===== src/source/dcache_pkg.sv =====
`default_nettype none

package dcache_pkg;

	// value of address bits 31:28 that selects the cached region.
	localparam logic [3:0] CACHEABLE_REGION = 4'h2;

	typedef enum logic [1:0] {
		CMD_READ,
		CMD_WRITE,
		CMD_FLUSH
	} cache_cmd_e;

endpackage

`default_nettype wire


===== src/source/mem_stage_pkg.sv =====
`default_nettype none

// types shared by the execute side and the memory stage.
package mem_stage_pkg;

	localparam int TAG_BITS = 4;
	localparam int REG_BITS = 5;

	typedef enum logic [1:0] {
		OP_NONE,
		OP_READ,
		OP_WRITE,
		OP_FLUSH
	} mem_op_e;

	typedef enum logic [1:0] {
		WIDTH_BYTE,
		WIDTH_HALF,
		WIDTH_WORD
	} mem_width_e;

endpackage

`default_nettype wire

===== src/source/dcache.sv =====
`timescale 1ns/1ns
`default_nettype none

module dcache
	import dcache_pkg::*;
#(
	parameter int DCACHE_LINES = 16
)(
	input wire logic i_clock,
	input wire logic i_rst_n,

	input wire logic i_request,
	input wire cache_cmd_e i_cmd,
	input wire logic [31:0] i_address,
	input wire logic [31:0] i_wdata,
	output logic o_ready,
	output logic [31:0] o_rdata,

	output logic o_bus_request,
	output logic o_bus_rw,
	output logic [31:0] o_bus_address,
	output logic [31:0] o_bus_wdata,
	input wire logic i_bus_ready,
	input wire logic [31:0] i_bus_rdata
);

	localparam int INDEX_BITS = $clog2(DCACHE_LINES);
	localparam int LINE_TAG_BITS = 30 - INDEX_BITS;

	typedef enum logic [1:0] {
		C_IDLE,
		C_BUS,
		C_FLUSH
	} dcache_state_e;

	dcache_state_e state;

	logic [31:0] line_data [DCACHE_LINES];
	logic [LINE_TAG_BITS-1:0] line_tag [DCACHE_LINES];
	logic [DCACHE_LINES-1:0] line_valid;
	logic [INDEX_BITS:0] flush_count; // top bit set once every line is cleared.

	logic [INDEX_BITS-1:0] req_index;
	logic [LINE_TAG_BITS-1:0] req_tag;
	logic req_cacheable;
	logic req_hit;
	logic [INDEX_BITS-1:0] bus_index;
	logic [LINE_TAG_BITS-1:0] bus_tag;
	logic bus_cacheable;
	logic bus_hit;
	logic bus_issue;

	assign req_index = i_address[INDEX_BITS+1:2];
	assign req_tag = i_address[31:INDEX_BITS+2];
	assign req_cacheable = (i_address[31:28] == CACHEABLE_REGION);
	assign req_hit = req_cacheable && line_valid[req_index] && (line_tag[req_index] == req_tag);

	// the latched bus address selects the line when the access ends.
	assign bus_index = o_bus_address[INDEX_BITS+1:2];
	assign bus_tag = o_bus_address[31:INDEX_BITS+2];
	assign bus_cacheable = (o_bus_address[31:28] == CACHEABLE_REGION);
	assign bus_hit = bus_cacheable && line_valid[bus_index] && (line_tag[bus_index] == bus_tag);

	assign bus_issue = (state == C_IDLE) && i_request &&
		((i_cmd == CMD_WRITE) || ((i_cmd == CMD_READ) && !req_hit));

	always_comb begin
		o_ready = 1'b0;
		o_rdata = line_data[req_index];
		case (state)
			C_IDLE: o_ready = i_request && (i_cmd == CMD_READ) && req_hit;
			C_BUS: begin
				o_ready = i_bus_ready;
				o_rdata = i_bus_rdata; // fill data goes straight back to the stage.
			end
			C_FLUSH: o_ready = flush_count[INDEX_BITS];
			default: o_ready = 1'b0;
		endcase
	end

	always_ff @(posedge i_clock) begin
		if (!i_rst_n) begin
			state <= C_IDLE;
			o_bus_request <= 1'b0;
			line_valid <= '0;
			flush_count <= '0;
		end else begin
			case (state)
				C_IDLE: begin
					if (bus_issue) begin
						o_bus_request <= 1'b1;
						state <= C_BUS;
					end else if (i_request && i_cmd == CMD_FLUSH) begin
						flush_count <= '0;
						state <= C_FLUSH;
					end
				end

				C_BUS: begin
					if (i_bus_ready) begin
						o_bus_request <= 1'b0;
						if (!o_bus_rw && bus_cacheable)
							line_valid[bus_index] <= 1'b1;
						state <= C_IDLE;
					end
				end

				C_FLUSH: begin
					if (flush_count[INDEX_BITS]) begin
						state <= C_IDLE;
					end else begin
						line_valid[flush_count[INDEX_BITS-1:0]] <= 1'b0;
						flush_count <= flush_count + 1'b1;
					end
				end

				default: state <= C_IDLE;
			endcase
		end
	end

	always_ff @(posedge i_clock) begin
		if (bus_issue) begin
			o_bus_rw <= (i_cmd == CMD_WRITE);
			o_bus_address <= i_address;
			o_bus_wdata <= i_wdata;
		end

		if (state == C_BUS && i_bus_ready && bus_cacheable) begin
			if (!o_bus_rw) begin
				line_data[bus_index] <= i_bus_rdata;
				line_tag[bus_index] <= bus_tag;
			end else if (bus_hit) begin
				line_data[bus_index] <= o_bus_wdata; // write-through keeps a present line current.
			end
		end
	end

endmodule

`default_nettype wire


===== src/source/lane_align.sv =====
`timescale 1ns/1ns
`default_nettype none

module lane_align
	import mem_stage_pkg::*;
(
	input wire mem_width_e i_width,
	input wire logic i_signed,
	input wire logic [1:0] i_byte_index,
	input wire logic [31:0] i_read_word,
	input wire logic [31:0] i_rmw_word,
	input wire logic [31:0] i_store_data,
	output logic [31:0] o_load_value,
	output logic [31:0] o_merged_word
);

	logic [31:0] shifted_word;
	logic [7:0] load_byte;
	logic [15:0] load_half;

	assign shifted_word = i_read_word >> {i_byte_index, 3'b000};
	assign load_byte = shifted_word[7:0];
	assign load_half = i_byte_index[1] ? i_read_word[31:16] : i_read_word[15:0]; // bit 0 ignored.

	always_comb begin
		case (i_width)
			WIDTH_BYTE: o_load_value = {{24{i_signed & load_byte[7]}}, load_byte};
			WIDTH_HALF: o_load_value = {{16{i_signed & load_half[15]}}, load_half};
			default: o_load_value = i_read_word;
		endcase
	end

	// Only the addressed lanes take the store data.
	always_comb begin
		o_merged_word = i_rmw_word;
		case (i_width)
			WIDTH_BYTE: begin
				case (i_byte_index)
					2'd0: o_merged_word[7:0] = i_store_data[7:0];
					2'd1: o_merged_word[15:8] = i_store_data[7:0];
					2'd2: o_merged_word[23:16] = i_store_data[7:0];
					default: o_merged_word[31:24] = i_store_data[7:0];
				endcase
			end
			WIDTH_HALF: begin
				if (i_byte_index[1])
					o_merged_word[31:16] = i_store_data[15:0];
				else
					o_merged_word[15:0] = i_store_data[15:0];
			end
			default: o_merged_word = i_store_data;
		endcase
	end

endmodule

`default_nettype wire


===== src/source/mem_stage.sv =====
`timescale 1ns/1ns
`default_nettype none

module mem_stage
	import mem_stage_pkg::*;
	import dcache_pkg::*;
#(
	parameter int DCACHE_LINES = 16
)(
	input wire logic i_clock,
	input wire logic i_rst_n,

	input wire logic [TAG_BITS-1:0] i_tag,
	input wire mem_op_e i_op,
	input wire mem_width_e i_width,
	input wire logic i_signed,
	input wire logic [31:0] i_address,
	input wire logic [31:0] i_wdata,
	input wire logic [REG_BITS-1:0] i_inst_rd,
	input wire logic [REG_BITS-1:0] i_mem_inst_rd,

	output logic o_busy,
	output logic [TAG_BITS-1:0] o_tag,
	output logic [31:0] o_rd,
	output logic [REG_BITS-1:0] o_inst_rd,

	output logic o_bus_request,
	output logic o_bus_rw,
	output logic [31:0] o_bus_address,
	output logic [31:0] o_bus_wdata,
	input wire logic i_bus_ready,
	input wire logic [31:0] i_bus_rdata
);

	logic cache_request;
	cache_cmd_e cache_cmd;
	logic [31:0] cache_address;
	logic [31:0] cache_wdata;
	logic cache_ready;
	logic [31:0] cache_rdata;
	logic [31:0] load_value;
	logic [31:0] merged_word;
	logic [31:0] rmw_word;

	mem_stage_ctrl u_ctrl (
		.i_clock(i_clock),
		.i_rst_n(i_rst_n),
		.i_tag(i_tag),
		.i_op(i_op),
		.i_width(i_width),
		.i_address(i_address),
		.i_wdata(i_wdata),
		.i_inst_rd(i_inst_rd),
		.i_mem_inst_rd(i_mem_inst_rd),
		.o_busy(o_busy),
		.o_tag(o_tag),
		.o_rd(o_rd),
		.o_inst_rd(o_inst_rd),
		.o_cache_request(cache_request),
		.o_cache_cmd(cache_cmd),
		.o_cache_address(cache_address),
		.o_cache_wdata(cache_wdata),
		.i_cache_ready(cache_ready),
		.i_cache_rdata(cache_rdata),
		.i_load_value(load_value),
		.i_merged_word(merged_word),
		.o_rmw_word(rmw_word)
	);

	lane_align u_lane_align (
		.i_width(i_width),
		.i_signed(i_signed),
		.i_byte_index(i_address[1:0]),
		.i_read_word(cache_rdata),
		.i_rmw_word(rmw_word),
		.i_store_data(i_wdata),
		.o_load_value(load_value),
		.o_merged_word(merged_word)
	);

	dcache #(
		.DCACHE_LINES(DCACHE_LINES)
	) u_dcache (
		.i_clock(i_clock),
		.i_rst_n(i_rst_n),
		.i_request(cache_request),
		.i_cmd(cache_cmd),
		.i_address(cache_address),
		.i_wdata(cache_wdata),
		.o_ready(cache_ready),
		.o_rdata(cache_rdata),
		.o_bus_request(o_bus_request),
		.o_bus_rw(o_bus_rw),
		.o_bus_address(o_bus_address),
		.o_bus_wdata(o_bus_wdata),
		.i_bus_ready(i_bus_ready),
		.i_bus_rdata(i_bus_rdata)
	);

endmodule

`default_nettype wire


===== src/source/mem_stage_ctrl.sv =====
`timescale 1ns/1ns
`default_nettype none

module mem_stage_ctrl
	import mem_stage_pkg::*;
	import dcache_pkg::*;
(
	input wire logic i_clock,
	input wire logic i_rst_n,

	input wire logic [TAG_BITS-1:0] i_tag,
	input wire mem_op_e i_op,
	input wire mem_width_e i_width,
	input wire logic [31:0] i_address,
	input wire logic [31:0] i_wdata,
	input wire logic [REG_BITS-1:0] i_inst_rd,
	input wire logic [REG_BITS-1:0] i_mem_inst_rd,

	output logic o_busy,
	output logic [TAG_BITS-1:0] o_tag,
	output logic [31:0] o_rd,
	output logic [REG_BITS-1:0] o_inst_rd,

	output logic o_cache_request,
	output cache_cmd_e o_cache_cmd,
	output logic [31:0] o_cache_address,
	output logic [31:0] o_cache_wdata,
	input wire logic i_cache_ready,
	input wire logic [31:0] i_cache_rdata,

	input wire logic [31:0] i_load_value,
	input wire logic [31:0] i_merged_word,
	output logic [31:0] o_rmw_word
);

	typedef enum logic [2:0] {
		S_IDLE,
		S_READ,
		S_WRITE,
		S_RMW_READ,
		S_RMW_MERGE,
		S_RMW_WRITE,
		S_FLUSH
	} ctrl_state_e;

	ctrl_state_e state;
	logic new_op;

	assign new_op = (i_tag != o_tag);

	// pass-through never stalls the pipeline.
	assign o_busy = new_op && (i_op != OP_NONE);

	assign o_cache_address = {i_address[31:2], 2'b00}; // the cache only sees whole words.

	always_ff @(posedge i_clock) begin
		if (!i_rst_n) begin
			state <= S_IDLE;
			o_cache_request <= 1'b0;
			o_cache_cmd <= CMD_READ;
			o_tag <= '0;
			o_rd <= '0;
			o_inst_rd <= '0;
		end else begin
			case (state)
				S_IDLE: begin
					if (new_op) begin
						case (i_op)
							OP_READ: begin
								o_cache_request <= 1'b1;
								o_cache_cmd <= CMD_READ;
								state <= S_READ;
							end
							OP_WRITE: begin
								o_cache_request <= 1'b1;
								if (i_width == WIDTH_WORD) begin
									o_cache_cmd <= CMD_WRITE;
									state <= S_WRITE;
								end else begin
									// narrow store fetches the word first.
									o_cache_cmd <= CMD_READ;
									state <= S_RMW_READ;
								end
							end
							OP_FLUSH: begin
								o_cache_request <= 1'b1;
								o_cache_cmd <= CMD_FLUSH;
								state <= S_FLUSH;
							end
							default: begin
								o_tag <= i_tag;
								o_rd <= i_wdata;
								o_inst_rd <= i_inst_rd;
							end
						endcase
					end
				end

				S_READ: begin
					if (i_cache_ready) begin
						o_cache_request <= 1'b0;
						o_tag <= i_tag;
						o_rd <= i_load_value;
						o_inst_rd <= i_mem_inst_rd;
						state <= S_IDLE;
					end
				end

				S_RMW_READ: begin
					if (i_cache_ready) begin
						o_cache_request <= 1'b0;
						state <= S_RMW_MERGE;
					end
				end

				S_RMW_MERGE: begin
					o_cache_request <= 1'b1; // merged word is latched in this cycle.
					o_cache_cmd <= CMD_WRITE;
					state <= S_RMW_WRITE;
				end

				S_WRITE, S_RMW_WRITE, S_FLUSH: begin
					if (i_cache_ready) begin
						o_cache_request <= 1'b0;
						o_tag <= i_tag;
						o_rd <= i_wdata;
						o_inst_rd <= i_inst_rd;
						state <= S_IDLE;
					end
				end

				default: state <= S_IDLE;
			endcase
		end
	end

	always_ff @(posedge i_clock) begin
		if (state == S_IDLE)
			o_cache_wdata <= i_wdata;
		else if (state == S_RMW_MERGE)
			o_cache_wdata <= i_merged_word;

		if (state == S_RMW_READ && i_cache_ready)
			o_rmw_word <= i_cache_rdata; // old word kept for the merge.
	end

endmodule

`default_nettype wire


===== config.mk =====
export PLATFORM = sky130hd
export DESIGN_NAME = mem_stage
export DESIGN_NICKNAME = d
export VERILOG_FILES = /design/src/source/dcache_pkg.sv /design/src/source/mem_stage_pkg.sv /design/src/source/dcache.sv /design/src/source/lane_align.sv /design/src/source/mem_stage.sv /design/src/source/mem_stage_ctrl.sv
export SDC_FILE = /design/constraint.sdc
export NUM_CORES = 1
export LEC_CHECK = 0
export BUFFER_PORTS_ARGS = -buffer_cell sky130_fd_sc_hd__buf_4
export CORE_ASPECT_RATIO = 1.5
export CORE_MARGIN = 2
export CORE_UTILIZATION = 66
export DETAILED_ROUTE_END_ITERATION = 10
export PLACE_DENSITY = 0.85
export SLEW_MARGIN = 15
export SYNTH_ARGS = -nofsm -noshare
export SYNTH_HDL_FRONTEND = slang
export SYNTH_SLANG_ARGS = --single-unit

===== constraint.sdc =====
create_clock -name i_clock -period 10.3 [get_ports i_clock]
set_input_delay 1.545 -clock i_clock [delete_from_list [all_inputs] [get_ports i_clock]]
set_output_delay 1.545 -clock i_clock [all_outputs]
set_load 0.01 [all_outputs]

=== Yosys cells after proc, flatten, opt, wreduce, memory -nomap -nowiden ===
Memories as Yosys holds them, arrays and structs flattened. A register that Yosys moved wholly into a read port is not among the register bits.
Index checks and enable logic that the tools add are counted.

* Memory bits (writable): 928
* Logic and storage cells: 192
* Latch bits: 0
* ROM bits: 0
* Input port bits: 118
* Register bits after elaboration: 198
* Memories kept: 2

{| class="wikitable"
|+ Memory list
! memory !! depth !! bits a word !! read ports !! clocked after memory_dff !! wr ports !! line !! source
|-
| u_dcache.line_data || 16 || 32 || 1 || 0 || 1 || dcache.sv:38 || <nowiki>logic [31:0] line_data [DCACHE_LINES];</nowiki>
|-
| u_dcache.line_tag || 16 || 26 || 2 || 1 || 1 || dcache.sv:39 || <nowiki>logic [LINE_TAG_BITS-1:0] line_tag [DCACHE_LINES];</nowiki>
|}

* $add $sub $neg: 1
* Equality and inequality tests: 39
* Magnitude comparators: 5
* Multiplexer cells: 74
* Shifts and indexed selects: 1
* Bitwise logic cells: 6
* Reduce and logical (&&, ||, !) cells: 48
* Divide/modulo/power cells: 0
* Multiply operators: 0

{| class="wikitable"
|+ Operators by type and width
! kind !! count
|-
| 2-to-1 mux 32 bit || 8
|-
| one-hot mux 32 bit (2 select lines) || 2
|-
| 2-to-1 mux 16 bit || 6
|-
| one-hot mux 32 bit (3 select lines) || 1
|-
| == test 26 bit || 2
|-
| 2-to-1 mux 5 bit || 7
|-
| 2-to-1 mux 8 bit || 4
|-
| one-hot mux 16 bit (2 select lines) || 1
|-
| >> shifter 32 x 5 -> 8 bit || 1
|-
| AND reduction 4 bit || 5
|-
| 2-to-1 mux 1 bit || 18
|-
| inequality test 2 x 1 -> 1 bit (second input constant) || 9
|-
| logical AND 1 bit || 17
|-
| AND 16 bit || 1
|-
| 2-to-1 mux 4 bit || 4
|-
| NOT 16 bit || 1
|-
| OR 16 bit || 1
|-
| < comparator 4 x 5 -> 1 bit (second input constant) || 3
|-
| one-hot mux 5 bit (3 select lines) || 1
|-
| == test 2 bit (second input constant) || 6
|-
| inequality test 2 bit (second input constant) || 6
|-
| one-hot mux 2 bit (3 select lines) || 2
|-
| one-hot mux 3 bit (4 select lines) || 1
|-
| AND reduction 3 bit || 4
|-
| 32 further kinds || 63
|}

=== Depth between registers and ports, before layout ===
Gate-level depths: netlist of run 1.

* Depth in word-level cells: 10
* Gate-level depth with buffers: 17

=== Modules after synthesis ===
From an unflattened synthesis of run 1, not the netlist that was laid out.

* Cell total of the unflattened synthesis: 2806
* Area, all modules: 50480.9 µm²

{| class="wikitable"
|+ Modules (own cells, without submodules)
! module !! area an instance (µm²) !! instances !! cells each
|-
| dcache || 43718.2 || 1 || 2175
|-
| mem_stage_ctrl || 5112.4 || 1 || 414
|-
| lane_align || 1650.3 || 1 || 217
|}

=== Least setup slack after synthesis of run 1 ===
OpenSTA, ideal clock, no wires.

* Path type: input to register
* Start: input i_address[4]
* End: register (tool-made name)
* Cell stages on the path: 11
* Arrival time: 6702 ps
* Buffers on the path: 3
* Setup time: 124 ps
* Setup slack: 3474 ps
* Cells stage by stage: buf_6 buf_6 buf_2 mux4_2 mux2i_1 xnor2_1 nor3_1 o2111ai_2 nor2_1 nor2_1 mux2_2

{| class="wikitable"
|+ RTL lines
! element !! line !! source
|-
| from (decl) || mem_stage.sv:17 || <nowiki>input wire logic [31:0] i_address,</nowiki>
|}

==> metrics.md, run 1 <==
| Metric | Value |
|---|---|
| Status | `completed` |
| Vias/cell | `approximately 7.4` |
| Least-Margin Pin Slew | `1.27 ns` |
| P_leak | `around 18 nW` |
| Critical Path AT | `between 7 and 8 ns` |
| CP required | `10.57 ns` |
| WHS Endpoint | `u_dcache.o_bus_wdata[10]` |
| Per-cell routed wire length | `35.8 um` |
| Vias | `roughly 29000` |
| Crit Path Max Fanout | `45` |
| Crit. End Element | `flop` |
| Worst R2R Setup Slack | `about 3.4 ns` |
| Top_reg_cell synth | `edfxtp_1` |
| Ys async rst share | `0%` |
| #FFs+latches synth | `1130` |
| Max Cap Violations | `0` |
| EDFF count, synth | `between 1000 and 1500` |
| Core Region | `0.0736 mm^2` |
| FF-to-FF End | `u_dcache.line_data[13][1]` |
| Register area share after synthesis | `approximately two thirds` |
| Share of cells above drive strength 1 | `between 30% and 40%` |
| NumNets Final | `around 3000` |
| Crit Path Category | `reg -> reg` |
| Chip width | `~230 um` |
| Tcrit/Tclk final | `~67%` |
| DRT Pass-1 Iters | `7` |
| Clock buffer depth | `3` |
| Dpl hpwl | `around 84000 um` |
| Post-Layout Cell Count | `between 3000 and 4000` |
| Final Critical Period | `between 6 and 7 ns` |
| CTS Sinks | `between 1000 and 1500` |
| Initial antenna violation count | `2` |
| CTS tree | `yes` |
| Hold_sp | `u_ctrl.o_cache_wdata[10]` |
| M1 WL | `between 40000 and 50000 um` |
| Cells after synthesis | `2655` |
| Top-area cell type share of the netlist area | `about 65%` |
| Highest clock rate | `approximately 150 MHz` |
| Met2 WL post-DR | `between 60000 and 70000 um` |
| Vias in the first global route | `29900` |
| Layout fillers | `approximately 3900` |
| Crit path launch type | `flop` |
| Normalized max-slew margin | `14.8%` |
| Post-CTS setup buffer count | `0` |
| Hold Path Depth | `0` |
| Pin count of the biggest net entering global routing | `95` |
| # setup viols final | `0` |
| Pins Over Slew Limit | `0` |
| Final wirelength | `~140000 um` |
| Pwr/cell area | `roughly 210 mW/mm^2` |
| Final Power | `about 0.012 W` |
| Post-route DRC | `0` |
| Grt ovf | `0` |
| # port buffers | `about 220` |
| Hold Vio Cnt, Final | `0` |
| Chip height | `337 um` |
| Post_cts resized | `0` |
| Iteration-0 DRC Markers | `~4600` |
| Synth top cells by count | `edfxtp_1 (1055), mux4_2 (354), nand2_1 (144), nor2_1 (119), mux2i_1 (116)` |
| Max VDD drop | `approximately 0.0002 V` |
| Dpl cells | `between 3000 and 4000` |
| RSZ-0062 raised after global routing | `no` |
| Clock Pin Slew Worst Setup and Hold Paths | `about 0.07 ns` |
| WL met3 | `between 15000 and 20000 um` |
| Rows | `between 100 and 150` |
| Syn avg cell area | `roughly 18 um^2` |
| Initial core utilization | `between 60% and 70%` |
| Hold slack | `around 0.42 ns` |
| First-pass GRT wire length | `roughly 200000 um` |
| Top-count cell post-synth | `edfxtp_1` |
| Post-Syn Area | `around 0.049 mm^2` |
| I/O pin count | `about 230` |
| Post-route ant nets | `0` |
| Clock latency on the worst-skew pair | `slightly below 0.7 ns` |
| Sequential cell area | `about 0.033 mm^2` |
| Root Driver | `clkbuf_16` |
| Worst min path class | `reg -> reg` |
| Footprint of the multi-input gates | `approximately 0.015 mm^2` |
| R2R cell count | `11` |
| Post-synth top area cell | `edfxtp_1` |
| Max Used Layer | `met5` |
| TNS Setup | `0 ns` |
| Synth cell types | `82` |
| Die ar. | `around 0.076 mm^2` |
| CTS Buf Count | `slightly below 100` |
| Max Clock Skew | `roughly 0.037 ns` |
| Final GP Congestion | `around 0.98` |
| Area delta synth->final | `12.7%` |
| GRT Util Overall | `37.6%` |
| Largest cells by area after synthesis | `edfxtp_1 (65%), mux4_2 (16%), dfxtp_1 (3.1%)` |
| CTS Hold Bufs | `0` |
| H-tree depth | `3` |
| Synth warnings | `0` |
## cells in the final DEF, fill, tap and decap left out, types with 40 or more instances in the layout
cell       Yosys  layout
buf_4         25     266
clkbuf_16      0     102
dfxtp_1       75      72
edfxtp_1    1055    1055
mux2_2        53      53
mux2i_1      116     116
mux4_2       354     354
nand2_1      144     144
nor2_1       119      97
o21ai_0       40      40
o22ai_1       56      56
## worst max-delay path: stages (launching register included)
cell and delay, ns:
dfxtp_4 0.99, buf_4 0.66, mux4_2 0.60, mux4_2 0.50, xnor2_1 0.28, nand4_1 0.17
nor4_1 0.92, nand4_4 0.14, buf_4 0.41, nand2_1 0.23, nand3_1 0.35, nor2_4 1.12
## how the worst max path moves through the flow
stage	to	slack, ns	start	cells after the start
after floorplan	flop	3.47	i_address[4]	11
after global placement	flop	3.36	i_address[2]	12
after detailed placement	flop	3.24	i_address[2]	12
after CTS	u_dcache.line_data[13][1]	3.53	flop	11
after global routing	u_dcache.line_data[12][1]	3.26	flop	11
final	u_dcache.line_data[13][1]	3.44	flop	11
## cell type report
class	count	area share, %
antenna	1	0.00454
clock buffer	130	4.91
clock inverter	50	1.23
inverter	23	0.159
multi-input combinational	1335	27.2
sequential	1130	60.2
tap	992	2.25
timing repair buffer	278	4.03
## layer usage
metal  up-vias  track usage [%]
met5         -                0
met3       640             7.95
met1     14700             45.0
li1      11300                -
met4         2             27.2
met2      2574             61.1
## report_power, final
group | total [W] | switching, W | internal, W | leakage, nW
clock network | 0.00394 | 0.00167 | 0.00227 | 1.65
logic | 0.00206 | 0.00115 | 0.000913 | 6.52
registers | 0.00569 | 0.000333 | 0.00535 | 10.1
## kinds of logic after synthesis
| logic type | count (synthesis) | share of synthesized area [%] |
|---|---|---|
| AOI/OAI and AO/OA | 285 | 4.16 |
| xor gates and xnor gates | 64 | 1.15 |
| other | 1 | 0.00766 |
| adders and majority gates | 4 | 0.102 |
| and+or+nand+nor | 433 | 4.17 |
| DFF | 1130 | 67.8 |
| buffers and inverters | 191 | 2.02 |
| muxes | 547 | 20.6 |
## stage by stage
stage / setup WS, ns / util [%] / cell area, um^2
2_1_floorplan: 3.47 / - / 48900
5_1_grt: 3.26 / 75.0 / 55200
3_5_place_dp: 3.24 / 70.1 / 51600
4_1_cts: 3.53 / 74.7 / 55000
3_3_place_gp: 3.36 / 70.1 / 51600
6_report: 3.44 / 75.0 / 55200
## registers in the layout, summed over array words and instances (netlist names), named ones only
register	flops
u_dcache.line_data	512
u_dcache.line_tag	416
u_ctrl.o_cache_wdata	32
u_ctrl.o_rd	32
u_ctrl.o_rmw_word	32
u_dcache.o_bus_wdata	32
u_dcache.o_bus_address	30
u_dcache.line_valid	16
u_ctrl.o_inst_rd	5
u_dcache.flush_count	5
u_ctrl.o_tag	4
u_ctrl.state	3
u_ctrl.o_cache_cmd	2
u_dcache.state	2
u_ctrl.o_cache_request	1
u_dcache.o_bus_request	1
u_dcache.o_bus_rw	1
Power figures use the tool's default switching activity.
==> inputs of run 2 (changes only) <==
CORE_UTILIZATION = 56   (was 66)
PLACE_DENSITY = 0.77   (was 0.85)
clock period = 5.7 ns   (was 10.3 ns; I/O delays follow)
==> metrics.md, run 2 (synthesis gave the netlist of run 1 again) <==
| Metric | Value |
|---|---|
| Logic gate share of total power | `17.8%` |
| Vias/cell | `roughly 6.8` |
| Chip height | `between 300 and 400 um` |
| Layout fillers | `between 5000 and 6000` |
| Setup ws final | `approximately 1.1 ns` |
| TNS Setup | `0 ns` |
| Max VDD drop | `0.000328 V` |
| Post-route DRC | `0` |
| Core Region | `between 0.08 and 0.09 mm^2` |
| Met2 usage | `around half` |
| Final Critical Period | `between 4 and 5 ns` |
| GRT Util Overall | `between 20% and 30%` |
| Met3 Usage GRT | `4.78%` |
| P_leak | `18.6 nW` |
| # port buffers | `223` |
| Initial antenna violation count | `2` |
| Psw | `around 0.0057 W` |
| FF-to-FF End | `u_dcache.line_data[14][0]` |
| Crit path launch type | `flop` |
| Hold Path Depth | `1` |
| Slowest CP cell | `mux4_2` |
| CP required | `roughly 6.1 ns` |
| CTS tree | `yes` |
| GRT Max-Usage Layer | `met2` |
| Register bank with the most flops | `u_dcache.line_data` |
| Slowest stage delay, CP | `about 0.54 ns` |
| Share of cells above drive strength 1 | `a little under a third` |
| H-tree depth | `3` |
| Tcrit/Tclk final | `about four fifths` |
| Pwr/cell area | `384 mW/mm^2` |
| Critical Path AT | `approximately 5.0 ns` |
| Normalized max-slew margin | `a little under a quarter` |
| NumNets Final | `just over 3000` |
| Vias in the first global route | `around 29000` |
| Met1 Track Usage GR | `36.5%` |
| Die ar. | `about 0.09 mm^2` |
| CTS Hold Bufs | `0` |
| Post-route ant nets | `0` |
| Rows | `approximately 130` |
| Kind of cell adding the most delay to the critical path | `simple AND/OR/NAND/NOR gates` |
| Least-Margin Pin Slew | `approximately 1.2 ns` |
| Buf/Inv on CP | `3` |
| Reg power frac | `47.4%` |
| Sw Share | `26.6%` |
| CTS Sinks | `1130` |
| Dpl hpwl | `approximately 84000 um` |
| I/O pin count | `between 200 and 250` |
| Chip width | `around 250 um` |
| Iteration-0 DRC Markers | `between 3000 and 4000` |
| Status | `completed` |
| # setup viols final | `0` |
| Final wirelength | `134000 um` |
| RSZ-0062 raised after global routing | `no` |
| Grt ovf | `0` |
| Pins Over Slew Limit | `0` |
| Worst R2R Setup Slack | `~1.1 ns` |
| Worst-path cell chain | `buf_12 -> buf_4 -> mux4_2 -> mux4_2 -> xnor2_1 -> nand4_1 -> nor3_1 -> nand4_4 -> nand2_1 -> nand3_1 -> nor2_4 -> buf_12` |
| Max Clock Skew | `0.0243 ns` |
| Highest clock rate | `between 200 and 250 MHz` |
| R2R cell count | `12` |
| Vias | `about 28000` |
| Commonest cells after routing, fill and taps aside | `edfxtp_1 (1055), mux4_2 (354), buf_4 (279)` |
| Commonest non-fill, non-tap cell in the layout | `edfxtp_1` |
| DRT Pass-1 Iters | `7` |
| Worst Setup Slack post-DPL | `approximately 0.56 ns` |
| Largest regs | `u_dcache.line_data: 512 flops, u_dcache.line_tag: 416 flops` |
| Area delta synth->final | `14.5%` |
| Crit Path Category | `reg -> reg` |
| Hold_sp | `i_address[31]` |
| Final GP Congestion | `~0.9` |
| WHS Endpoint | `u_dcache.o_bus_address[31]` |
| Root Driver | `clkbuf_16` |
| Clock Pin Slew Worst Setup and Hold Paths | `roughly 0.07 ns` |
| Initial core utilization | `between 50 and 60%` |
| First-pass GRT wire length | `194000 um` |
| Max reg flops | `about 510` |
| Pin count of the biggest net entering global routing | `72` |
| Internal Power | `approximately 0.016 W` |
| Clock latency on the worst-skew pair | `approximately 0.70 ns` |
| CTS Buf Count | `103` |
| Hold Vio Cnt, Final | `0` |
| Crit Path Max Fanout | `43` |
| Crit. End Element | `flop` |
| Post_cts resized | `0` |
| Clock buffer depth | `3` |
| Clk network pwr share | `between 30% and 40%` |
| Max Cap Violations | `0` |
| Worst min path class | `in -> reg` |
| Post-CTS setup buffer count | `0` |
| Per-cell routed wire length | `32.4 um` |
==> run 2: power by group through the flow <==
| stage | Combinational (W) | Sequential [W] | Clock [W] |
|---|---|---|---|
| 2_1_floorplan | 0.00243 | 0.0102 | 0 |
| 3_3_place_gp | 0.00374 | 0.0103 | 0 |
| 3_5_place_dp | 0.00381 | 0.0104 | 0 |
| 4_1_cts | 0.00383 | 0.0102 | 0.00753 |
| 5_1_grt | 0.00401 | 0.0103 | 0.00785 |
| 6_report | 0.00384 | 0.0102 | 0.00748 |
==> run 2: area by class of cell <==
cell class	instances	area (um^2)	share of cell area [%]
clock buffers	112	2650	4.73
clock inverters	78	996	1.78
repair buffers	306	2620	4.68
flip-flops and latches	1130	33200	59.2
well taps	1139	1430	2.54
multi-input cells	1335	15000	26.9
inverters	23	87.6	0.156
diodes	3	7.51	0.0134
==> run 2: how the worst max path moves through the flow <==
stage	endpoint	slack, ns	depth (start not counted)	start
floorplan	flop	0.71	11	i_address[4]
global placement	u_ctrl.o_rd[1]	0.61	12	i_address[2]
detailed placement	u_ctrl.o_rd[1]	0.56	12	i_address[2]
CTS	u_dcache.line_data[14][5]	1.02	12	flop
global route	u_dcache.line_data[14][5]	0.77	12	flop
finish	u_dcache.line_data[14][0]	1.05	12	flop
==> run 2: metrics by stage <==
stage               power (W)  area, um^2  instances  utilization, %  hold slack [ns]
finish                 0.0215       56000       4126            64.7            0.353
global route           0.0221       56000       4124            64.7            0.345
CTS                    0.0216       56000       4123            64.7            0.319
detailed placement     0.0142       52400       3933            60.5            0.406
global placement       0.0141       52400       3933            60.5            0.402
floorplan              0.0126       48900       2656               -            0.400
==> run 2: routing by layer <==
metal  up-vias  wire length, um
li1      11400                -
met1     14600            45300
met2      1786            69200
met3       365            11700
met4         0             7520
met5         -                0
